[config.mk]
export PLATFORM = sky130hd
export DESIGN_NAME = axis_pkt_arbiter_flat
export DESIGN_NICKNAME = d
export VERILOG_FILES = /design/src/design/stream_pkg.sv /design/src/design/axis_if.sv /design/src/design/axis_pkt_arbiter.sv /design/src/flat_wrapper.sv
export SDC_FILE = /design/constraint.sdc
export NUM_CORES = 1
export LEC_CHECK = 0
export BUFFER_PORTS_ARGS = -buffer_cell sky130_fd_sc_hd__buf_2
export CAP_MARGIN = 30
export CORE_AREA = 2 2 89 91
export DETAILED_ROUTE_END_ITERATION = 10
export DIE_AREA = 0 0 91 93
export PLACE_DENSITY = 0.54
export SLEW_MARGIN = 20
export SYNTH_ARGS = -nofsm -noshare
export SYNTH_HDL_FRONTEND = slang
export SYNTH_SLANG_ARGS = --single-unit
export TNS_END_PERCENT = 30
[constraint.sdc]
create_clock -name i_m_axis_aclk -period 2.53 [get_ports i_m_axis_aclk]
set_clock_uncertainty 0.2 [all_clocks]
set_input_delay 0.1265 -clock i_m_axis_aclk [delete_from_list [all_inputs] [get_ports i_m_axis_aclk]]
set_output_delay 0.1265 -clock i_m_axis_aclk [all_outputs]
set_load 0.03 [all_outputs]
[src/design/stream_pkg.sv]
/* Defaults and shared types for the two-source stream merger.
   NUM_SRC is fixed at 2 because the top level has two named source ports. */
package stream_pkg;

   // Default payload width in bits. tlast travels next to it and is not counted here.
   localparam int unsigned DATA_W = 72;

   // Default FIFO depth is 2**DEPTH_LOG2 words per source.
   localparam int unsigned DEPTH_LOG2 = 4;

   localparam int unsigned NUM_SRC = 2;  // number of merged input streams.

   // Identifies which input stream an output word came from.
   typedef logic [$clog2(NUM_SRC)-1:0] src_id_t;

   localparam src_id_t SRC_A = src_id_t'(0);  // words from the a input.
   localparam src_id_t SRC_B = src_id_t'(1);  // words from the b input.

   // The arbiter is idle between packets and busy while one packet is in flight.
   typedef enum logic {
      ARB_IDLE,  // no grant held, the next source is picked here.
      ARB_BUSY   // grant held until the tlast transfer.
   } arb_state_t;

endpackage

[src/design/axis_if.sv]
/* Valid/ready stream with tlast. A word moves on a rising edge with tvalid and tready high.
   The source keeps tvalid, tdata and tlast steady until that edge. */
interface axis_if #(
   parameter int WIDTH = 72
);

   logic [WIDTH-1:0] tdata;   // payload word.
   logic             tlast;   // marks the final word of a packet.
   logic             tvalid;
   logic             tready;  // may depend on tvalid.

   modport source (
      output tdata,
      output tlast,
      output tvalid,
      input  tready
   );

   modport sink (
      input  tdata,
      input  tlast,
      input  tvalid,
      output tready
   );

endinterface

[src/design/axis_pkt_arbiter.sv]
/* Round-robin packet arbiter for two streams in one clock domain. A grant lasts until
   the tlast transfer, so packets are never interleaved. Inputs must be quiet at reset release. */
module axis_pkt_arbiter #(
   parameter int WIDTH = 72
) (
   input  logic                i_m_axis_aclk,
   input  logic                i_arst_n,
   axis_if.sink                a,
   axis_if.sink                b,
   output logic [WIDTH-1:0]    o_m_axis_tdata,
   output logic                o_m_axis_tlast,
   output stream_pkg::src_id_t o_m_axis_tid,
   output logic                o_m_axis_tvalid,
   input  logic                i_m_axis_tready
);

   stream_pkg::arb_state_t state;
   stream_pkg::src_id_t    grant;     // source held for the packet in flight.
   stream_pkg::src_id_t    last_srv;  // source whose packet ended most recently.
   stream_pkg::src_id_t    pick;
   stream_pkg::src_id_t    sel;
   logic                   xfer_last;

   // Prefer the source after the last one served and fall back to the other.
   always_comb begin
      if (last_srv == stream_pkg::SRC_A) begin
         pick = b.tvalid ? stream_pkg::SRC_B : stream_pkg::SRC_A;
      end else begin
         pick = a.tvalid ? stream_pkg::SRC_A : stream_pkg::SRC_B;
      end
   end

   assign sel = (state == stream_pkg::ARB_BUSY) ? grant : pick;

   always_comb begin
      if (sel == stream_pkg::SRC_A) begin
         o_m_axis_tdata  = a.tdata;
         o_m_axis_tlast  = a.tlast;
         o_m_axis_tvalid = a.tvalid;
      end else begin
         o_m_axis_tdata  = b.tdata;
         o_m_axis_tlast  = b.tlast;
         o_m_axis_tvalid = b.tvalid;
      end
   end

   assign o_m_axis_tid = sel;
   assign a.tready     = i_m_axis_tready & (sel == stream_pkg::SRC_A);
   assign b.tready     = i_m_axis_tready & (sel == stream_pkg::SRC_B);
   assign xfer_last    = o_m_axis_tvalid & i_m_axis_tready & o_m_axis_tlast;

   always_ff @(posedge i_m_axis_aclk or negedge i_arst_n) begin
      if (!i_arst_n) begin
         state    <= stream_pkg::ARB_IDLE;
         grant    <= stream_pkg::SRC_A;
         last_srv <= stream_pkg::SRC_B;  // source a is served first.
      end else begin
         if (xfer_last) begin
            last_srv <= sel;
         end
         case (state)
            stream_pkg::ARB_IDLE: begin
               // a one-word packet finishes here without a grant.
               if (o_m_axis_tvalid && !xfer_last) begin
                  grant <= pick;
                  state <= stream_pkg::ARB_BUSY;
               end
            end
            stream_pkg::ARB_BUSY: begin
               if (xfer_last) begin
                  state <= stream_pkg::ARB_IDLE;
               end
            end
            default: state <= stream_pkg::ARB_IDLE;
         endcase
      end
   end

endmodule

[src/flat_wrapper.sv]
// flat-port wrapper written by rule: the top's interface ports become plain ports
module axis_pkt_arbiter_flat 
#(
   parameter int WIDTH = 72
)
  (i_m_axis_aclk, i_arst_n, o_m_axis_tdata, o_m_axis_tlast, o_m_axis_tid, o_m_axis_tvalid, i_m_axis_tready, a_tdata, a_tlast, a_tvalid, a_tready, b_tdata, b_tlast, b_tvalid, b_tready);
  axis_if #(.WIDTH(WIDTH)) a_i ();
  axis_if #(.WIDTH(WIDTH)) b_i ();
  input  logic i_m_axis_aclk;
  input  logic i_arst_n;
  output logic [WIDTH-1:0] o_m_axis_tdata;
  output logic o_m_axis_tlast;
  output stream_pkg::src_id_t o_m_axis_tid;
  output logic o_m_axis_tvalid;
  input  logic i_m_axis_tready;
  input wire logic [$bits(a_i.tdata)-1:0] a_tdata;
  input wire logic [$bits(a_i.tlast)-1:0] a_tlast;
  input wire logic [$bits(a_i.tvalid)-1:0] a_tvalid;
  output wire logic [$bits(a_i.tready)-1:0] a_tready;
  input wire logic [$bits(b_i.tdata)-1:0] b_tdata;
  input wire logic [$bits(b_i.tlast)-1:0] b_tlast;
  input wire logic [$bits(b_i.tvalid)-1:0] b_tvalid;
  output wire logic [$bits(b_i.tready)-1:0] b_tready;
  assign a_i.tdata = a_tdata;
  assign a_i.tlast = a_tlast;
  assign a_i.tvalid = a_tvalid;
  assign a_tready = a_i.tready;
  assign b_i.tdata = b_tdata;
  assign b_i.tlast = b_tlast;
  assign b_i.tvalid = b_tvalid;
  assign b_tready = b_i.tready;
  axis_pkt_arbiter #(.WIDTH(WIDTH)) u_core (.i_m_axis_aclk(i_m_axis_aclk), .i_arst_n(i_arst_n), .a(a_i), .b(b_i), .o_m_axis_tdata(o_m_axis_tdata), .o_m_axis_tlast(o_m_axis_tlast), .o_m_axis_tid(o_m_axis_tid), .o_m_axis_tvalid(o_m_axis_tvalid), .i_m_axis_tready(i_m_axis_tready));
endmodule
==> reports/qor.tcl, run 1 <==
set qor(detailed_place_hpwl_microns) 5090
set qor(clock_transition_at_the_register_clock_pins_on_the_worst_setup_and_hold_paths_after_cts_ps) 30
set qor(clk-insertion-delay-late_ps) 210
set qor(synth.top_cell.area_share) 0.532
set qor(worst_hold_slack_ps) 43.5
set qor(worst_pin_slew_ps) 382
set qor(synth_top_cell_by_area) {sky130_fd_sc_hd__mux2_4}
set qor(compound_cell_area_share_of_the_yosys_netlist) 0.0675
set qor(synth_common_cells) {48 x sky130_fd_sc_hd__mux2_4, 25 x sky130_fd_sc_hd__mux2_2, 4 x sky130_fd_sc_hd__buf_8}
set qor(final.period_utilization) 0.912
set qor(netlist_instances) 109
set qor(cts_htree_levels) 1
set qor(vdd_drop_max_v) 0.000474
set qor(yosysSeqAreaShare) 0.0564
set qor(die_height_microns) 93
set qor(maxSlewViolCount) 0
set qor(cp.arrival_ps) 1980
set qor(synth_area_in_xor_xnor) 0
set qor(post-synth-top-count-cell) {sky130_fd_sc_hd__mux2_4}
set qor(yosys_warnings) 0
set qor(setup_total_negative_slack_ps) 0
set qor(synthFlopType) {sky130_fd_sc_hd__dfrtp_1}
set qor(vias_per_cell) 4.05
set qor(power.total_uw) 3260
set qor(post-route-util) 0.348
set qor(post-place-ws_ps) 442
set qor(num_io_pins) 228
set qor(worstRegToRegCells) 6
set qor(power-per-cell-area_nw_per_um2) 1250
set qor(critPathKind) {register to output pin}
set qor(cp.required_ps) 2200
set qor(globalRoute.totalOverflow) 0
set qor(first_global_vias) 1663
set qor(grt_util_all_layers) 0.118
set qor(setup.worst_path.start_class) {register}
set qor(yosys_register_bits) 3
set qor(fp.coreArea_sq_um) 7530
set qor(drt_pre_antenna_iters) 4
set qor(cts_inserted_buffers) 3
set qor(tritoncts) {yes}
set qor(asyncSetResetFlopFracSynth) 1.00
set qor(syn-num-nets) 260
set qor(numClockSinks) 3
set qor(first_pass_grt_wire_length_microns) 8180
set qor(clockBufferDepth) 2
set qor(synth_mux_area_frac) 0.755
set qor(timing.final.ws_setup_ps) 223
set qor(finalCriticalPeriod_ps) 2310
set qor(leakagePower_uw) 0.00151
set qor(post-cts-setup-buffer-count) 0
set qor(remaining_max_slew_budget_at_the_tightest_pin) 0.742
set qor(critical_path.endpoint_type) {output pin}
set qor(drt_wl_cell_microns) 13.3
set qor(maxClockFrequency_mhz) 434
set qor(synth_edf_count) 0
set qor(regToRegSetupSlack_ps) 760
set qor(die-width_microns) 91
set qor(rsz0062_at_grt) {no}
set qor(number_of_core_rows) 32
set qor(post_synth.cell_area_avg_sq_um) 12.4
set qor(num_antenna_cells) 0
set qor(post_synth_and_or_nand_nor_area_fraction) 0.0407
set qor(ys_top_cells_by_area) {sky130_fd_sc_hd__mux2_4 53%, sky130_fd_sc_hd__mux2_2 21%, sky130_fd_sc_hd__buf_8 4.4%, sky130_fd_sc_hd__dfrtp_1 3.7%, sky130_fd_sc_hd__dfstp_2 1.9%}
set qor(routed_wirelength_microns) 5810
set qor(area.growth.synth_to_final_pct) 93.4
set qor(gp_congestion) 0.717
set qor(synthAdderAreaFrac) 0
set qor(die_area_sq_um) 8460
set qor(finalHoldViolations) 0
set qor(pin_count_of_the_biggest_net_entering_global_routing) 39
set qor(mappedNetlistArea_sq_um) 1350
set qor(final_nets) 487
set qor(synth.lib_cells_used.distinct) 28
set qor(hp-class) {input pin to asynchronous set/reset pin}
set qor(residual_drc) 0
set qor(critical_path.max_fanout) 37
set qor(io_buffers) 227
set qor(antenna_found_initial) 0
set qor(setup_viol_count_final) 0
set qor(dr_total_vias) 1770
set qor(cts_root_buf) {sky130_fd_sc_hd__clkbuf_8}
set qor(drive_above_1_share) 0.925
set qor(drv.max_cap_violation_count) 0
set qor(result_of_the_run) {complete, no violations}
set qor(floorplan.initialDensity) 0.180
set qor(detail_route.iter0.violations) 11
set qor(main_combinational_cell_family_by_area_after_synthesis) {multiplexers}
set qor(drtAntennaViolNets) 0
-- layer usage --
| metal | track usage | share of wire |
|---|---|---|
| met1 | 0.139 | 0.38 |
| met2 | 0.223 | 0.53 |
| met3 | 0.0201 | 0.083 |
| met4 | 0.0227 | 0.0024 |
| met5 | 0 | 0 |
-- through the flow --
| stage | instance area, sq um | std cells |
|---|---|---|
| after floorplan | 1350 | 109 |
| final | 2620 | 437 |
| after detailed placement | 2560 | 432 |
| after CTS | 2620 | 437 |
| after global routing | 2620 | 437 |
| after global placement | 2560 | 432 |
-- final cells by class --
| class | count | area (sq um) |
|---|---|---|
| clock buffer | 4 | 45.0 |
| timing repair buffer | 230 | 1190 |
| inverter | 2 | 7.51 |
| fill | 816 | 4910 |
| tap | 102 | 128 |
| sequential | 3 | 76.3 |
| multi-input combinational | 96 | 1180 |
-- cell usage in the layout (no fill, tap or decap), types with 2 or more instances in the layout --
cell,n
sky130_fd_sc_hd__a22o_1,2
sky130_fd_sc_hd__and2_1,2
sky130_fd_sc_hd__buf_12,2
sky130_fd_sc_hd__buf_2,227
sky130_fd_sc_hd__clkbuf_8,3
sky130_fd_sc_hd__dfrtp_1,2
sky130_fd_sc_hd__mux2_2,25
sky130_fd_sc_hd__mux2_4,48
sky130_fd_sc_hd__mux2i_1,2
sky130_fd_sc_hd__nand3_1,2
sky130_fd_sc_hd__nor2_1,2
sky130_fd_sc_hd__o21ai_4,2
-- logic make-up (layout without fill, tap and decap cells) --
group / after synthesis / count (layout)
compound gates: 11 / 11
buf+inv: 10 / 236
flops: 3 / 3
mux: 75 / 75
simple gates: 10 / 10
-- power breakdown --
part	total [uW]	switching, uW	internal, uW
sequential	108	31.4	76.2
combinational	3020	1730	1290
clock	137	30.1	107
-- critical path, cell delays in order (launching register included) --
cell                       delay [ps]
sky130_fd_sc_hd__dfstp_2          520
sky130_fd_sc_hd__nand2b_2         130
sky130_fd_sc_hd__o21ai_4           80
sky130_fd_sc_hd__o21ai_4          190
sky130_fd_sc_hd__buf_12           290
sky130_fd_sc_hd__mux2_2           370
sky130_fd_sc_hd__buf_2            170
-- sequential cells by signal (all words and copies together), names as in the netlist --
name,cells
u_core.last_srv,1
u_core.state,1
u_core.grant,1
-- final timing paths --
check	startpoint	endpoint
worst max-delay path	u_core.last_srv	o_m_axis_tdata[1]
worst min-delay path	i_arst_n	u_core.grant
worst max register to register	u_core.last_srv	u_core.last_srv
worst min register to register	u_core.last_srv	u_core.last_srv
max in group asynchronous	i_arst_n	u_core.last_srv
min in group i_m_axis_aclk	b_tlast	u_core.last_srv
-- timing repair --
item | CTS | global route
hold buffers | 1 | 0
endpoints found under the hold margin | 3 | 0
gates resized for setup | 0 | 0
(Power assumes the default switching activity.)
==> inputs of run 2 (changes only) <==
RECOVER_POWER = 100   (was not set)
==> run 2 against run 1 <==
Sequential share of layout area grew 0.060 points. Register-to-register slack barely moved. Critical path depth is the same. Worst setup slack worse by 11 ps. Worst hold slack improved by 12 ps. Power fell by 1.9%. Core utilization decreased by 0.70 points. Cell count is the same. Combinational power shrank 2%. Fmax down 0.49%. Global-route usage did not move.
==> reports/qor.tcl, run 2 (synthesized netlist as in run 1, its figures left out) <==
set qor(result_of_the_run) {complete, no violations}
set qor(critical_path.endpoint_type) {output pin}
set qor(remaining_max_slew_budget_at_the_tightest_pin) 0.742 ;# unchanged
set qor(clock_transition_at_the_register_clock_pins_on_the_worst_setup_and_hold_paths_after_cts_ps) 30 ;# about the same
set qor(setup_viol_count_final) 0 ;# unchanged
set qor(pin_count_of_the_biggest_net_entering_global_routing) 39 ;# unchanged
set qor(clockBufferDepth) 2 ;# unchanged
set qor(post-cts-setup-buffer-count) 0 ;# unchanged
set qor(clock_power_share) 0.043 ;# about the same
set qor(netSwitchingFraction) 0.565 ;# +0.0154
set qor(drt_pre_antenna_iters) 4 ;# unchanged
set qor(vdd_drop_max_v) 0.000470 ;# -0.84%
set qor(drive_above_1_share) 0.800 ;# -0.125
set qor(die_area_sq_um) 8460 ;# unchanged
set qor(first_global_vias) 1663 ;# unchanged
set qor(cp.required_ps) 2200 ;# about the same
set qor(cp.arrival_ps) 1990 ;# about the same
set qor(critical_path.max_fanout) 37 ;# unchanged
set qor(critical_path.reg2reg.startpoint) {u_core.last_srv}
set qor(detailed_place.area_sq_um) 2560 ;# unchanged
set qor(cts_htree_levels) 1 ;# unchanged
set qor(regToRegSetupSlack_ps) 760 ;# about the same
set qor(crit_path_frequent_cell) {sky130_fd_sc_hd__o21ai_4}
set qor(dr_total_vias) 1766 ;# -0.23%
set qor(maxSlewViolCount) 0 ;# unchanged
set qor(post-route-util) 0.341 ;# -0.00698
set qor(cts_inserted_buffers) 3 ;# unchanged
set qor(final_nets) 487 ;# unchanged
set qor(area.growth.synth_to_final_pct) 89.6
set qor(num_antenna_cells) 0 ;# unchanged
set qor(gp_congestion) 0.717 ;# unchanged
set qor(setup.worst_path.start_class) {register}
set qor(num_io_pins) 228 ;# unchanged
set qor(finalHoldViolations) 0 ;# unchanged
set qor(worst_hold_slack_ps) 55.2 ;# +11.7 ps
set qor(maxClockFrequency_mhz) 431 ;# -0.49%
set qor(drt_wl_cell_microns) 13.3 ;# -0.10%
set qor(residual_drc) 0 ;# unchanged
set qor(numClockSinks) 3 ;# unchanged
set qor(cts_root_buf) {sky130_fd_sc_hd__clkbuf_8}
set qor(max_stage_delay_ps) 520 ;# about the same
set qor(critical-path-top-delay-family) {flip-flops}
set qor(floorplan.initialDensity) 0.180 ;# unchanged
set qor(detailed_place_hpwl_microns) 5090 ;# unchanged
set qor(crit_path_cell_trace) {nand2b_2 > o21ai_4 > o21ai_4 > buf_12 > mux2_2 > clkbuf_2}
set qor(vias_per_cell) 4.04 ;# -0.23%
set qor(grt_util_all_layers) 0.118 ;# unchanged
set qor(largestRegisters) {u_core.grant: 1 flops, u_core.last_srv: 1 flops, u_core.state: 1 flops}
set qor(layout.cell_area.non_filler_sq_um) 2570 ;# -2.0%
set qor(worstRegToRegCells) 6 ;# unchanged
set qor(antenna_found_initial) 0 ;# unchanged
set qor(io_buffers) 227 ;# unchanged
set qor(drtAntennaViolNets) 0 ;# unchanged
set qor(routed_wirelength_microns) 5800 ;# -0.10%
set qor(finalCriticalPeriod_ps) 2320 ;# +11.4 ps
set qor(worstReg2RegEnd) {u_core.last_srv}
set qor(worst_pin_slew_ps) 382 ;# unchanged
set qor(detail_route.iter0.violations) 7 ;# -4
set qor(tritoncts) {yes}
set qor(p_int_uw) 1390 ;# -5.3%
set qor(fp.coreArea_sq_um) 7530 ;# unchanged
set qor(power-per-cell-area_nw_per_um2) 1250 ;# about the same
set qor(p_switching_uw) 1810 ;# +0.81%
set qor(layout.cells.most_common_list) {151 x sky130_fd_sc_hd__buf_2, 48 x sky130_fd_sc_hd__mux2_4, 42 x sky130_fd_sc_hd__clkbuf_1}
set qor(die-width_microns) 91 ;# unchanged
set qor(drv.max_cap_violation_count) 0 ;# unchanged
set qor(clk-insertion-delay-late_ps) 210 ;# about the same
set qor(setup_total_negative_slack_ps) 0 ;# unchanged
set qor(final.period_utilization) 0.916 ;# +0.00451
set qor(combinational_share_of_power) 0.923 ;# -0.002
set qor(die_height_microns) 93 ;# unchanged
set qor(rsz0062_at_grt) {no}
set qor(path_buf_inv) 2 ;# unchanged
set qor(p_seq_frac) 0.034 ;# about the same
set qor(globalRoute.totalOverflow) 0 ;# unchanged
set qor(number_of_core_rows) 32 ;# unchanged
set qor(final_common_cell) {sky130_fd_sc_hd__buf_2}
set qor(critical_path.slowest_cell) {sky130_fd_sc_hd__dfstp_2}
set qor(first_pass_grt_wire_length_microns) 8180 ;# unchanged
set qor(critPathKind) {register to output pin}
set qor(leakagePower_uw) 0.00140 ;# -7.3%
set qor(hp-class) {input pin to asynchronous set/reset pin}
run 2: final cells by class:
cell class                 count  area, sq um
inverter                       2         7.51
fill                         835         4960
clock buffer                   4         45.0
tap                          102          128
timing repair buffer         230         1130
sequential                     3         76.3
multi-input combinational     96         1180
run 2: worst max-delay path by stage:
stage	slack, ps	cells past startpoint	to	startpoint
6_report	210	6	o_m_axis_tdata[1]	u_core.last_srv
5_1_grt	130	6	o_m_axis_tdata[1]	u_core.last_srv
4_1_cts	210	6	o_m_axis_tdata[1]	u_core.last_srv
3_5_place_dp	440	6	o_m_axis_tdata[1]	u_core.last_srv
3_3_place_gp	460	6	o_m_axis_tdata[70]	u_core.last_srv
2_1_floorplan	640	7	b_tready	u_core.last_srv
run 2: per-layer routing:
| layer | share of wire | GRT usage |
|---|---|---|
| met2 | 0.53 | 0.223 |
| met4 | 0.0024 | 0.0227 |
| met5 | 0 | 0 |
| met3 | 0.079 | 0.0201 |
| met1 | 0.39 | 0.139 |
run 2: worst reg2reg max path: stages, from the launching register on:
cell and delay, ps:
sky130_fd_sc_hd__dfstp_2 520, sky130_fd_sc_hd__nand2b_2 130, sky130_fd_sc_hd__o21ai_4 80, sky130_fd_sc_hd__o21ai_4 190, sky130_fd_sc_hd__buf_12 290, sky130_fd_sc_hd__inv_2 90, sky130_fd_sc_hd__a22o_1 210
run 2: metrics by stage:
stage | instances | total power, uW | worst slack, ps
2_1_floorplan | 109 | 2590 | 636
3_3_place_gp | 432 | 3140 | 457
3_5_place_dp | 432 | 3150 | 442
4_1_cts | 437 | 3300 | 206
5_1_grt | 437 | 3360 | 128
6_report | 437 | 3200 | 212
run 2: repair_timing:
item,CTS,global route
hold buffers,1,0
resized for setup,0,0
hold endpoints to repair,3,0
run 2: power groups by stage:
stage	Clock [uW]	Combinational [uW]	Sequential, uW
final	137	2950	108
after global routing	151	3100	111
after CTS	143	3050	107
after detailed placement	0	3040	108
after global placement	0	3030	107
after floorplan	0	2490	99.8
